==> config.mk <==
export PLATFORM = sky130hd
export DESIGN_NAME = pin_array
export DESIGN_NICKNAME = d
export VERILOG_FILES = /design/src/rtl/pin_array_pkg.sv /design/src/rtl/pin_array.sv /design/src/rtl/pin_controller.sv /design/src/rtl/pin_sequencer.sv /design/src/rtl/time_base.sv
export VERILOG_INCLUDE_DIRS = /design/src /design/src/include
export SDC_FILE = /design/constraint.sdc
export NUM_CORES = 2
export LEC_CHECK = 0
export ABC_AREA = 1
export BUFFER_PORTS_ARGS = -buffer_cell sky130_fd_sc_hd__buf_2
export CAP_MARGIN = 10
export CORE_AREA = 5 5 388 352
export DETAILED_ROUTE_END_ITERATION = 8
export DIE_AREA = 0 0 393 357
export PLACE_DENSITY = 0.54
export SKIP_CTS_REPAIR_TIMING = 1
export SLEW_MARGIN = 0
export SYNTH_ARGS = -nofsm -noshare
export SYNTH_HDL_FRONTEND = slang
export SYNTH_SLANG_ARGS = --single-unit
==> constraint.sdc <==
create_clock -name clk -period 7.4 [get_ports clk]
set_input_delay 1.11 -clock clk [delete_from_list [all_inputs] [get_ports clk]]
set_output_delay 1.11 -clock clk [all_outputs]
set_load 0.02 [all_outputs]
==> src/include/pin_array_consts.svh <==
`ifndef PIN_ARRAY_CONSTS_SVH
`define PIN_ARRAY_CONSTS_SVH

// Array size and channel field width.
`define PA_NUM_CHANNELS 4
`define PA_CH_BITS 8

// Register byte offsets within one channel.
`define PA_REG_GLOBAL_CMD 8'd0
`define PA_REG_NCO_LOW 8'd2
`define PA_REG_NCO_HIGH 8'd3
`define PA_REG_LOCAL_CMD 8'd5
`define PA_REG_SAMPLE_RATE 8'd6
`define PA_REG_SAMPLE_REG 8'd7
`define PA_REG_SAMPLE_CNT 8'd8
`define PA_REG_STATUS 8'd9
`define PA_REG_LAST_DATA 8'd10
`define PA_REG_START_L 8'd11
`define PA_REG_START_H 8'd12
`define PA_REG_END_L 8'd13
`define PA_REG_END_H 8'd14

// Local command codes.
`define PA_CMD_START_OUTPUT 16'd1
`define PA_CMD_CONST 16'd2
`define PA_CMD_INPUT_STREAM 16'd3
`define PA_CMD_STOP 16'd5

// Global command codes, written to channel 0 offset 0.
`define PA_GCMD_CLEAR_TIME 16'd1
`define PA_GCMD_FREEZE 16'd2
`define PA_GCMD_RUN 16'd3

`define PA_SAMPLE_TAG 12'hABC

`endif
==> src/rtl/pin_array_pkg.sv <==
`include "pin_array_consts.svh"

package pin_array_pkg;

  // Upper byte is the channel, lower byte the register offset.
  typedef logic [15:0] addr_t;
  typedef logic [15:0] data_t;
  typedef logic [31:0] time_t;
  typedef logic [31:0] phase_t;
  typedef logic [15:0] rate_t;
  typedef logic [14:0] scnt_t;
  typedef logic [`PA_CH_BITS-1:0] chan_t;

  // One access per cycle, no back-pressure.
  typedef struct packed {
    logic  valid;
    logic  write;
    addr_t addr;
    data_t wdata;
  } bus_req_t;

  // Sample word as seen on the readout port.
  // Top bit is spare and always zero.
  typedef struct packed {
    logic        rsvd;
    scnt_t       cnt;
    logic [11:0] tag;
    logic [2:0]  ones;
    logic        smp;
  } sample_word_t;

  typedef enum logic [1:0] {
    idle      = 2'd0,
    run_nco   = 2'd1,
    run_const = 2'd2,
    stream_in = 2'd3
  } seq_state_t;

endpackage

==> src/rtl/pin_array.sv <==
`timescale 1ns/10ps
`include "pin_array_consts.svh"

module pin_array (
  input  logic                         clk,
  input  logic                         reset,
  input  pin_array_pkg::bus_req_t      bus_req,
  output pin_array_pkg::data_t         rd_data,
  input  logic                         sample_req,
  input  pin_array_pkg::chan_t         sample_chan,
  output pin_array_pkg::sample_word_t  sample_data,
  output logic                         sample_valid,
  input  logic [`PA_NUM_CHANNELS-1:0]  pin_in,
  output logic [`PA_NUM_CHANNELS-1:0]  pin_out,
  output logic [`PA_NUM_CHANNELS-1:0]  pin_oe
);
  import pin_array_pkg::*;

  time_t        time_now;
  data_t        ctl_rd_data [`PA_NUM_CHANNELS];
  sample_word_t ctl_sample  [`PA_NUM_CHANNELS];
  sample_word_t sample_sel;
  logic         sample_hit;

  time_base time_base_i (
    .clk      (clk),
    .reset    (reset),
    .bus_req  (bus_req),
    .time_now (time_now)
  );

  for (genvar ch = 0; ch < `PA_NUM_CHANNELS; ch++) begin : g_ch
    pin_controller #(
      .CHANNEL (ch)
    ) pin_controller_i (
      .clk         (clk),
      .reset       (reset),
      .bus_req     (bus_req),
      .time_now    (time_now),
      .pin_in      (pin_in[ch]),
      .rd_data     (ctl_rd_data[ch]),
      .sample_word (ctl_sample[ch]),
      .pin_out     (pin_out[ch]),
      .pin_oe      (pin_oe[ch])
    );
  end

  // Only the addressed controller answers, the rest return zero.
  always_comb begin
    rd_data = '0;
    for (int ch = 0; ch < `PA_NUM_CHANNELS; ch++) begin
      rd_data = rd_data | ctl_rd_data[ch];
    end
  end

  always_comb begin
    sample_sel = '0;
    sample_hit = 1'b0;
    for (int ch = 0; ch < `PA_NUM_CHANNELS; ch++) begin
      if (sample_chan == chan_t'(ch)) begin
        sample_sel = ctl_sample[ch];
        sample_hit = 1'b1;
      end
    end
  end

  // Unknown channels get valid low and an all-zero word.
  always_ff @(posedge clk) begin
    if (reset) begin
      sample_valid <= 1'b0;
      sample_data  <= '0;
    end else begin
      sample_valid <= sample_req && sample_hit;
      sample_data  <= (sample_req && sample_hit) ? sample_sel : '0;
    end
  end

endmodule

==> src/rtl/pin_controller.sv <==
`timescale 1ns/10ps
`include "pin_array_consts.svh"

module pin_controller #(
  parameter int CHANNEL = 0
) (
  input  logic                        clk,
  input  logic                        reset,
  input  pin_array_pkg::bus_req_t     bus_req,
  input  pin_array_pkg::time_t        time_now,
  input  logic                        pin_in,
  output pin_array_pkg::data_t        rd_data,
  output pin_array_pkg::sample_word_t sample_word,
  output logic                        pin_out,
  output logic                        pin_oe
);
  import pin_array_pkg::*;

  localparam chan_t CH_ID = chan_t'(CHANNEL);

  logic       chan_hit;
  logic       reg_wr;
  logic       reg_rd;
  logic [7:0] reg_off;
  phase_t     nco_incr;
  data_t      command;
  rate_t      sample_rate;
  time_t      start_time;
  time_t      end_time;
  data_t      last_data;
  logic       cmd_clear;
  seq_state_t state;
  logic       sample_bit;
  scnt_t      sample_cnt;

  assign chan_hit = bus_req.valid && (bus_req.addr[15:8] == CH_ID);
  assign reg_wr   = chan_hit && bus_req.write;
  assign reg_rd   = chan_hit && !bus_req.write;
  assign reg_off  = bus_req.addr[7:0];

  always_ff @(posedge clk) begin
    if (reset) begin
      nco_incr    <= '0;
      command     <= '0;
      sample_rate <= '0;
      start_time  <= '0;
      end_time    <= '0;
      last_data   <= '0;
    end else begin
      if (reg_wr) begin
        last_data <= bus_req.wdata;
        case (reg_off)
          `PA_REG_NCO_LOW:     nco_incr[15:0]    <= bus_req.wdata;
          `PA_REG_NCO_HIGH:    nco_incr[31:16]   <= bus_req.wdata;
          `PA_REG_SAMPLE_RATE: sample_rate       <= bus_req.wdata;
          `PA_REG_START_L:     start_time[15:0]  <= bus_req.wdata;
          `PA_REG_START_H:     start_time[31:16] <= bus_req.wdata;
          `PA_REG_END_L:       end_time[15:0]    <= bus_req.wdata;
          `PA_REG_END_H:       end_time[31:16]   <= bus_req.wdata;
          default: ;
        endcase
      end
      // A fresh command write takes precedence over the clear.
      if (reg_wr && (reg_off == `PA_REG_LOCAL_CMD)) begin
        command <= bus_req.wdata;
      end else if (cmd_clear) begin
        command <= '0;
      end
    end
  end

  always_ff @(posedge clk) begin
    if (reset) begin
      rd_data <= '0;
    end else if (reg_rd) begin
      case (reg_off)
        // Offset 0 reads back the low half of the timebase.
        `PA_REG_GLOBAL_CMD:  rd_data <= time_now[15:0];
        `PA_REG_NCO_LOW:     rd_data <= nco_incr[15:0];
        `PA_REG_NCO_HIGH:    rd_data <= nco_incr[31:16];
        `PA_REG_LOCAL_CMD:   rd_data <= command;
        `PA_REG_SAMPLE_RATE: rd_data <= sample_rate;
        `PA_REG_SAMPLE_REG:  rd_data <= {15'd0, sample_bit};
        `PA_REG_SAMPLE_CNT:  rd_data <= {1'b0, sample_cnt};
        `PA_REG_STATUS:      rd_data <= {6'd0, state, CH_ID};
        `PA_REG_LAST_DATA:   rd_data <= last_data;
        `PA_REG_START_L:     rd_data <= start_time[15:0];
        `PA_REG_START_H:     rd_data <= start_time[31:16];
        `PA_REG_END_L:       rd_data <= end_time[15:0];
        `PA_REG_END_H:       rd_data <= end_time[31:16];
        default:             rd_data <= '0;
      endcase
    end else begin
      rd_data <= '0;
    end
  end

  assign sample_word = '{rsvd: 1'b0, cnt: sample_cnt, tag: `PA_SAMPLE_TAG,
                         ones: 3'b111, smp: sample_bit};

  pin_sequencer pin_sequencer_i (
    .clk         (clk),
    .reset       (reset),
    .time_now    (time_now),
    .command     (command),
    .start_time  (start_time),
    .end_time    (end_time),
    .nco_incr    (nco_incr),
    .sample_rate (sample_rate),
    .pin_in      (pin_in),
    .cmd_clear   (cmd_clear),
    .state       (state),
    .pin_out     (pin_out),
    .pin_oe      (pin_oe),
    .sample_bit  (sample_bit),
    .sample_cnt  (sample_cnt)
  );

endmodule

==> src/rtl/pin_sequencer.sv <==
`timescale 1ns/10ps
`include "pin_array_consts.svh"

module pin_sequencer (
  input  logic                      clk,
  input  logic                      reset,
  input  pin_array_pkg::time_t      time_now,
  input  pin_array_pkg::data_t      command,
  input  pin_array_pkg::time_t      start_time,
  input  pin_array_pkg::time_t      end_time,
  input  pin_array_pkg::phase_t     nco_incr,
  input  pin_array_pkg::rate_t      sample_rate,
  input  logic                      pin_in,
  output logic                      cmd_clear,
  output pin_array_pkg::seq_state_t state,
  output logic                      pin_out,
  output logic                      pin_oe,
  output logic                      sample_bit,
  output pin_array_pkg::scnt_t      sample_cnt
);
  import pin_array_pkg::*;

  seq_state_t state_next;
  phase_t     phase_acc;
  rate_t      div_cnt;
  logic       stop_cmd;
  logic       out_done;

  assign stop_cmd = (command == `PA_CMD_STOP);
  // Output jobs end on time or on stop, whichever comes first.
  assign out_done = stop_cmd || (time_now >= end_time);

  always_comb begin
    state_next = state;
    cmd_clear  = 1'b0;
    case (state)
      idle: begin
        if (time_now >= start_time) begin
          if (command == `PA_CMD_START_OUTPUT) begin
            state_next = run_nco;
            cmd_clear  = 1'b1;
          end else if (command == `PA_CMD_CONST) begin
            state_next = run_const;
            cmd_clear  = 1'b1;
          end else if (command == `PA_CMD_INPUT_STREAM) begin
            state_next = stream_in;
            cmd_clear  = 1'b1;
          end
        end
        // A stop with no job running is simply consumed.
        if (stop_cmd) begin
          cmd_clear = 1'b1;
        end
      end
      run_nco, run_const: begin
        if (out_done) begin
          state_next = idle;
        end
        cmd_clear = stop_cmd;
      end
      stream_in: begin
        if (stop_cmd) begin
          state_next = idle;
        end
        cmd_clear = stop_cmd;
      end
      default: state_next = idle;
    endcase
  end

  always_ff @(posedge clk) begin
    if (reset) begin
      state      <= idle;
      phase_acc  <= '0;
      div_cnt    <= '0;
      sample_bit <= 1'b0;
      sample_cnt <= '0;
      pin_out    <= 1'b0;
      pin_oe     <= 1'b0;
    end else begin
      state <= state_next;
      // Pin drive follows the state with one cycle of lag.
      pin_oe  <= (state == run_nco) || (state == run_const);
      pin_out <= (state == run_const) || ((state == run_nco) && phase_acc[31]);
      if (state == run_nco) begin
        phase_acc <= phase_acc + nco_incr;
      end else begin
        phase_acc <= '0;
      end
      // Divider reloads on every sample, and holds the rate while not streaming.
      if (state == stream_in) begin
        if (div_cnt <= rate_t'(1)) begin
          div_cnt    <= sample_rate;
          sample_bit <= pin_in;
          sample_cnt <= sample_cnt + 1'b1;
        end else begin
          div_cnt <= div_cnt - 1'b1;
        end
      end else begin
        div_cnt <= sample_rate;
      end
    end
  end

endmodule

==> src/rtl/time_base.sv <==
`timescale 1ns/10ps
`include "pin_array_consts.svh"

module time_base (
  input  logic                    clk,
  input  logic                    reset,
  input  pin_array_pkg::bus_req_t bus_req,
  output pin_array_pkg::time_t    time_now
);
  import pin_array_pkg::*;

  logic gcmd_wr;
  logic frozen;

  // Global command lives at channel 0, offset 0.
  assign gcmd_wr = bus_req.valid && bus_req.write &&
                   (bus_req.addr == {8'd0, `PA_REG_GLOBAL_CMD});

  always_ff @(posedge clk) begin
    if (reset) begin
      time_now <= '0;
      frozen   <= 1'b0;
    end else begin
      if (gcmd_wr && (bus_req.wdata == `PA_GCMD_CLEAR_TIME)) begin
        time_now <= '0;
      end else if (!frozen) begin
        time_now <= time_now + 1'b1;
      end
      // Clear leaves the run/freeze mode alone.
      if (gcmd_wr && (bus_req.wdata == `PA_GCMD_FREEZE)) begin
        frozen <= 1'b1;
      end else if (gcmd_wr && (bus_req.wdata == `PA_GCMD_RUN)) begin
        frozen <= 1'b0;
      end
    end
  end

endmodule

Word level (Yosys, flattened, before mapping)
Index checks and enable logic that the tools add are counted.
Storage, ports and cells
  output and inout port bits: 57
  memory bits (writable): 0
  register bits after elaboration: 978
  latch bits: 0
  logic and storage cells: 368
  bits in read-only memories: 0
  memories kept: 0
  input bits: 49
Cells by class
  order comparisons: 12
  equal/unequal tests: 65
  shift operators: 0
  add/subtract/negate cells: 13
  $mul: 0
  div/mod/pow operators: 0
  multiplexer cells: 82
  bitwise logic cells: 12
  reduce and logical (&&, ||, !) cells: 107
Operator list (number)
  $pmux 16 s13: 4
  $ge 32x32->1: 8
  $mux 16: 16
  $eq 16x2->1 const B: 10
  $add 32x32->32: 4
  $mux 31: 4
  $eq 16x1->1 const B: 5
  $eq 16x3->1 const B: 4
  $le 16x1->1 const B: 4
  $reduce_and 2->1: 32
  $sub 16x1->16 const B: 4
  $add 15x1->15 const B: 4
  $eq 8x4->1 const B: 7
  $eq 8x2->1 const B: 6
  $mux 2: 24
  $or 16x16->16: 3
  $add 32x1->32 const B: 1
  $reduce_or 2->1: 14
  $logic_and 1x1->1: 26
  $mux 1: 26
  $eq 8x3->1 const B: 3
  $logic_not 8->1: 3
  $ne 2x2->1 const B: 12
  $pmux 2 s3: 4
  14 further kinds: 63

Depth between registers and ports, before layout
  depth in word-level cells: 9
  gate-level depth with buffers: 18
  depth with buffers taken out: 18

Modules after synthesis
Synthesis repeated with hierarchy kept, for this count alone.
Second synthesis, totals
  cells, all modules: 9156
  area, all modules: 60650.7 µm²
By module, submodules not included
  pin_sequencer at g_ch[0].pin_controller_i.pin_sequencer_i ...: seq. area each 1361.3 µm², instances 2, cells each 926, area an instance 6238.5 µm²
  pin_sequencer at g_ch[2].pin_controller_i.pin_sequencer_i ...: seq. area each 1361.3 µm², instances 2, cells each 921, area an instance 6154.7 µm²
  pin_controller at g_ch[3].pin_controller_i: seq. area each 3203.1 µm², instances 1, cells each 1232, area an instance 7910.1 µm²
  pin_controller at g_ch[2].pin_controller_i: seq. area each 3203.1 µm², instances 1, cells each 1160, area an instance 7877.6 µm²
  pin_controller at g_ch[1].pin_controller_i: seq. area each 3203.1 µm², instances 1, cells each 1158, area an instance 7863.8 µm²
  pin_controller at g_ch[0].pin_controller_i: seq. area each 3203.1 µm², instances 1, cells each 1160, area an instance 7722.4 µm²
  pin_array: seq. area each 660.6 µm², instances 1, cells each 416, area an instance 2452.4 µm²
  time_base: seq. area each 660.6 µm², instances 1, cells each 336, area an instance 2038.2 µm²

Worst setup path before layout
OpenSTA, ideal clock, no wires.
  kind: input -> register
  from: input port bus_req[27] in the netlist's numbering
  to: register g_ch[0].pin_controller_i.command[10]
  data arrival time: 2.538 ns
  path buffers: 1
  setup time: 0.132 ns
  setup slack: 4.729 ns
  required time: 7.268 ns
  stages on the path: 8
  cell sequence: or2_4 -> nor3_4 -> nand3_4 -> nor2_4 -> a31oi_1 -> buf_2 -> nand3_1 -> a21oi_1
On the way
  word-level cells in the longest chain between the ends: 5
  elaborated cells between the ends (all ways): 6
  those cells by class: 1 x mux; 5 x reduce/logical
RTL lines
  start, declared: RTL line pin_array.sv:7  | input pin_array_pkg::bus_req_t bus_req,
  $logic_not 8->1 (*): RTL line pin_controller.sv:36  | assign chan_hit = bus_req.valid && (bus_req.addr[15:8] == CH_ID);
  $logic_and 1x1->1 (*): RTL line pin_controller.sv:36
  $logic_and 1x1->1 (*): RTL line pin_controller.sv:37  | assign reg_wr = chan_hit && bus_req.write;
  $logic_and 1x1->1 (*): RTL line pin_controller.sv:64  | if (reg_wr && (reg_off == `PA_REG_LOCAL_CMD)) begin
  $mux 16 / $reduce_bool 2->1 (equally long branches)
  end signal, assigned: RTL line pin_controller.sv:65  | command <= bus_req.wdata;
  end, declared: RTL line pin_controller.sv:26  | data_t command;
Mark *: on every way between the ends. The rest lies on a longest branch, timed or not.
A chain may end at the register's enable or synchronous reset.

Final worst setup path
  from: input port bus_req[27] in the netlist's numbering
  to: register time_base_i.time_now[22]
On the way
  word-level cells in the longest chain between the ends: 4
RTL lines
  $logic_not 16->1: RTL line time_base.sv:17  | (bus_req.addr == {8'd0, `PA_REG_GLOBAL_CMD});
  $logic_and 1x1->1: RTL line time_base.sv:16  | assign gcmd_wr = bus_req.valid && bus_req.write &&
  $logic_and 1x1->1: RTL line time_base.sv:24  | if (gcmd_wr && (bus_req.wdata == `PA_GCMD_CLEAR_TIME)) begin
  $reduce_or 2->1 (no line)
  end signal, assigned: RTL line time_base.sv:27  | time_now <= time_now + 1'b1;
  end, declared: RTL line time_base.sv:8  | output pin_array_pkg::time_t time_now
No other way between the ends.

==> run summary <==
- finished clean — run status
- 26.1 um — Routed wire per std cell
- 39.6% — Starting Density
- 4.65 ns — Arr. time, crit path
- 132000 um^2 — standard cell core area
- 106 — number of top-level design ports
- 0 — count of final setup violators
- nand2_1 — cell with the biggest individual delay on the critical path
- 357 um — die extent in y
- 0.209 mV — highest ir drop seen on vdd
- 21 — initial antenna violation count
- 0 — DRC violation count after routing
- nand2_1 — count leader, synth
- 0.86 ns — slowest stage delay, CP
- dfxtp_1 — predominant post-synthesis flop cell
- 3 — H-tree level count
- 0 — final-report max-slew violation count
- 7.18 um^2 — post-synthesis area per instance
- 54200 um^2 — total placed instance area
- in -> reg — path type of the worst setup path
- 0 — number of flops mapped to enable cells by yosys
- 52400 um^2 — Synth Cell Area
- 1196 x nand2_1, 994 x a21oi_1, 963 x dfxtp_1, 835 x inv_1, 736 x o21ai_0 — top cells by count, synth
- yes — CTS tree
- input port — Worst Setup Start Kind
- 0% — share of synthesized registers carrying an async set or reset
- 23.0 nW — leakage component of the power
- 90 — largest net degree at the start of global routing
- 1.04 — gpl congestion
- 8.03 ns — Worst Path Required
- 333000 um — first-pass GRT wire length
- dfxtp_1 37%, ha_1 9.8%, a21oi_1 9.5% — biggest area contributors in the synthesized netlist
- 13700 — Filler cells
- 0 — count of warnings emitted by yosys
- dfxtp_1 — cell taking the most area after synthesis
- 32.5% — aggregate global-route resource usage
- 30 — Max Fanout on Critical Path
- 237000 um — final wirelength
- clkbuf_16 — CTS root buf
- 201 nW/um^2 — PwrDens
- 3 — buffers from clock root to sink, at most
- 54.3% — post-route clock period utilization
- 36.8% — top-area cell type share of the netlist area
- 99 — number of buffers inserted by port buffering
- 10.6% — growth of design area from synthesis to finish
- 28400 um^2 — total area of multi-input combinational cells
- 0 — number of nets with antenna violations after routing
- 9087 — Cell Count, Final, Fillers Out
- 7293 — Post-Synthesis Cells
- 174000 um — estimated wirelength of the detail-placed design
- reg -> reg — type of the worst min-delay path
- 7 — Pre-antenna DRT Iters
- 0 — hold violation count in the final report
- 5.81 — Vias per Instance
- 1.15 ns — measured slew at the worst slew-check pin
- 6.04% — share of final-layout standard cells stronger than drive strength 1
- 8873 — dpl cells
- 23.4% — max-slew headroom at the worst pin
- 0.249 GHz — fmax
- 0 — # Max-Cap Violations
- 7107 — number of DRC markers in iteration 0
- 19300 um^2 — total area of sequential cells
- buf_2, or2_4, nor3_4, nand3_4, nor3_1, nand3_1, nand2_1, inv_1, o21ai_0, a21oi_1 — crit-path cells
- 36.8% — sequential area share after synthesis
- 109 — number of buffers added by the clock tree synthesis step
- 43.8% — core occupancy in the finished layout
- 127 — number of rows created at floorplan
- 393 um — floorplan die width
- 2 — number of buffer and inverter instances along the worst setup path
- 0.76 ns — clock latency on the worst-skew pair
- simple AND/OR/NAND/NOR gates — CP delay by family, top
- 140000 um^2 — floorplan die area
- 0.0378 ns — worst-case clock skew
- 0 ns — final-layout setup total negative slack
- 46000 — vias in the first global route
- 0.06 ns — register clock-pin slew on the reported worst setup and hold paths
- 0.465 ns — Hold WS
- 7705 — Final #Nets
- no — unrepaired setup endpoints after global routing
- 4.02 ns — shortest period the worst path allows
- 65 — count of unique library cells instantiated by Yosys
- flip-flop — Crit. End Element
- 57900 um^2 — Design Area, Final
- 0 — Congestion Overflow GR
- 963 — CTS sink cnt
- 52800 — via total after detailed routing
- 963 — #FFs+latches synth
## worst paths after layout
path / from / end / slack (ns) / depth (start not counted)
setup / recovery: bus_req[27] / time_base_i.time_now[22] / 3.38 / 10
hold / removal: flip-flop / flip-flop / 0.47 / 1
setup reg to reg: g_ch[0].pin_controller_i.nco_incr[0] / flip-flop / 3.85 / 11
hold reg to reg: flip-flop / flip-flop / 0.47 / 1
## cell type report
| cell class | instances | share of cell area (%) |
|---|---|---|
| multi-input combinational | 5124 | 49.0 |
| sequential | 963 | 33.3 |
| clock buffer | 168 | 5.72 |
| inverter | 854 | 5.55 |
| tap | 1741 | 3.76 |
| timing repair buffer | 191 | 2.06 |
| clock inverter | 35 | 0.631 |
| antenna | 11 | 0.0475 |
## power breakdown
part	switching (W)	leakage (nW)	total, W	internal (W)
Sequential	0.0000330	7.75	0.00525	0.00521
Combinational	0.000559	13.5	0.000725	0.000166
Clock	0.00241	1.82	0.00569	0.00328
Total	0.00300	23.0	0.0117	0.00866
## cell families (layout without fill, tap and decap cells)
kind of cell / count (synthesis) / after routing / synth area share, %
AOI/OAI and AO/OA: 2231 / 2231 / 23.7
and+or+nand+nor: 2417 / 2417 / 19.5
buffers and inverters: 1211 / 1248 / 9.14
xor gates and xnor gates: 57 / 57 / 0.953
DFF: 963 / 963 / 36.8
adders and majority gates: 413 / 413 / 9.92
other: 1 / 17 / 0.00716
## cell usage in the layout, fill, tap and decap left out, drive strengths merged, types with 41 or more instances in the layout
cell type  count
a211oi       123
a21oi        994
a221oi        72
a31oi         87
buf          191
clkbuf       168
dfxtp        963
ha           409
inv          855
nand2       1200
nand3        247
nand4         81
nor2         713
nor3          94
o21a          42
o21ai        741
o22ai         59
xor2          41
## metal layers
layer,up-vias,share of wire (%),track usage [%]
li1,24700,-,-
met5,-,0.032,0
met3,472,12,8.42
met4,10,4.2,12.2
met1,24800,44,48.0
met2,2802,39,45.1
## metrics by stage
stage                     setup WS [ns]  power [W]
after floorplan                    4.73    0.00575
after global placement             2.77    0.00605
after detailed placement           2.77    0.00606
after CTS                          3.54     0.0117
after global routing               3.20     0.0120
final                              3.38     0.0117
## sequential cells by signal (all words and copies together) (netlist names), 128 cells and up
name	flops
g_ch.pin_controller_i.end_time	128
g_ch.pin_controller_i.nco_incr	128
g_ch.pin_controller_i.pin_sequencer_i.phase_acc	128
g_ch.pin_controller_i.start_time	128
(Power assumes the default switching activity.)
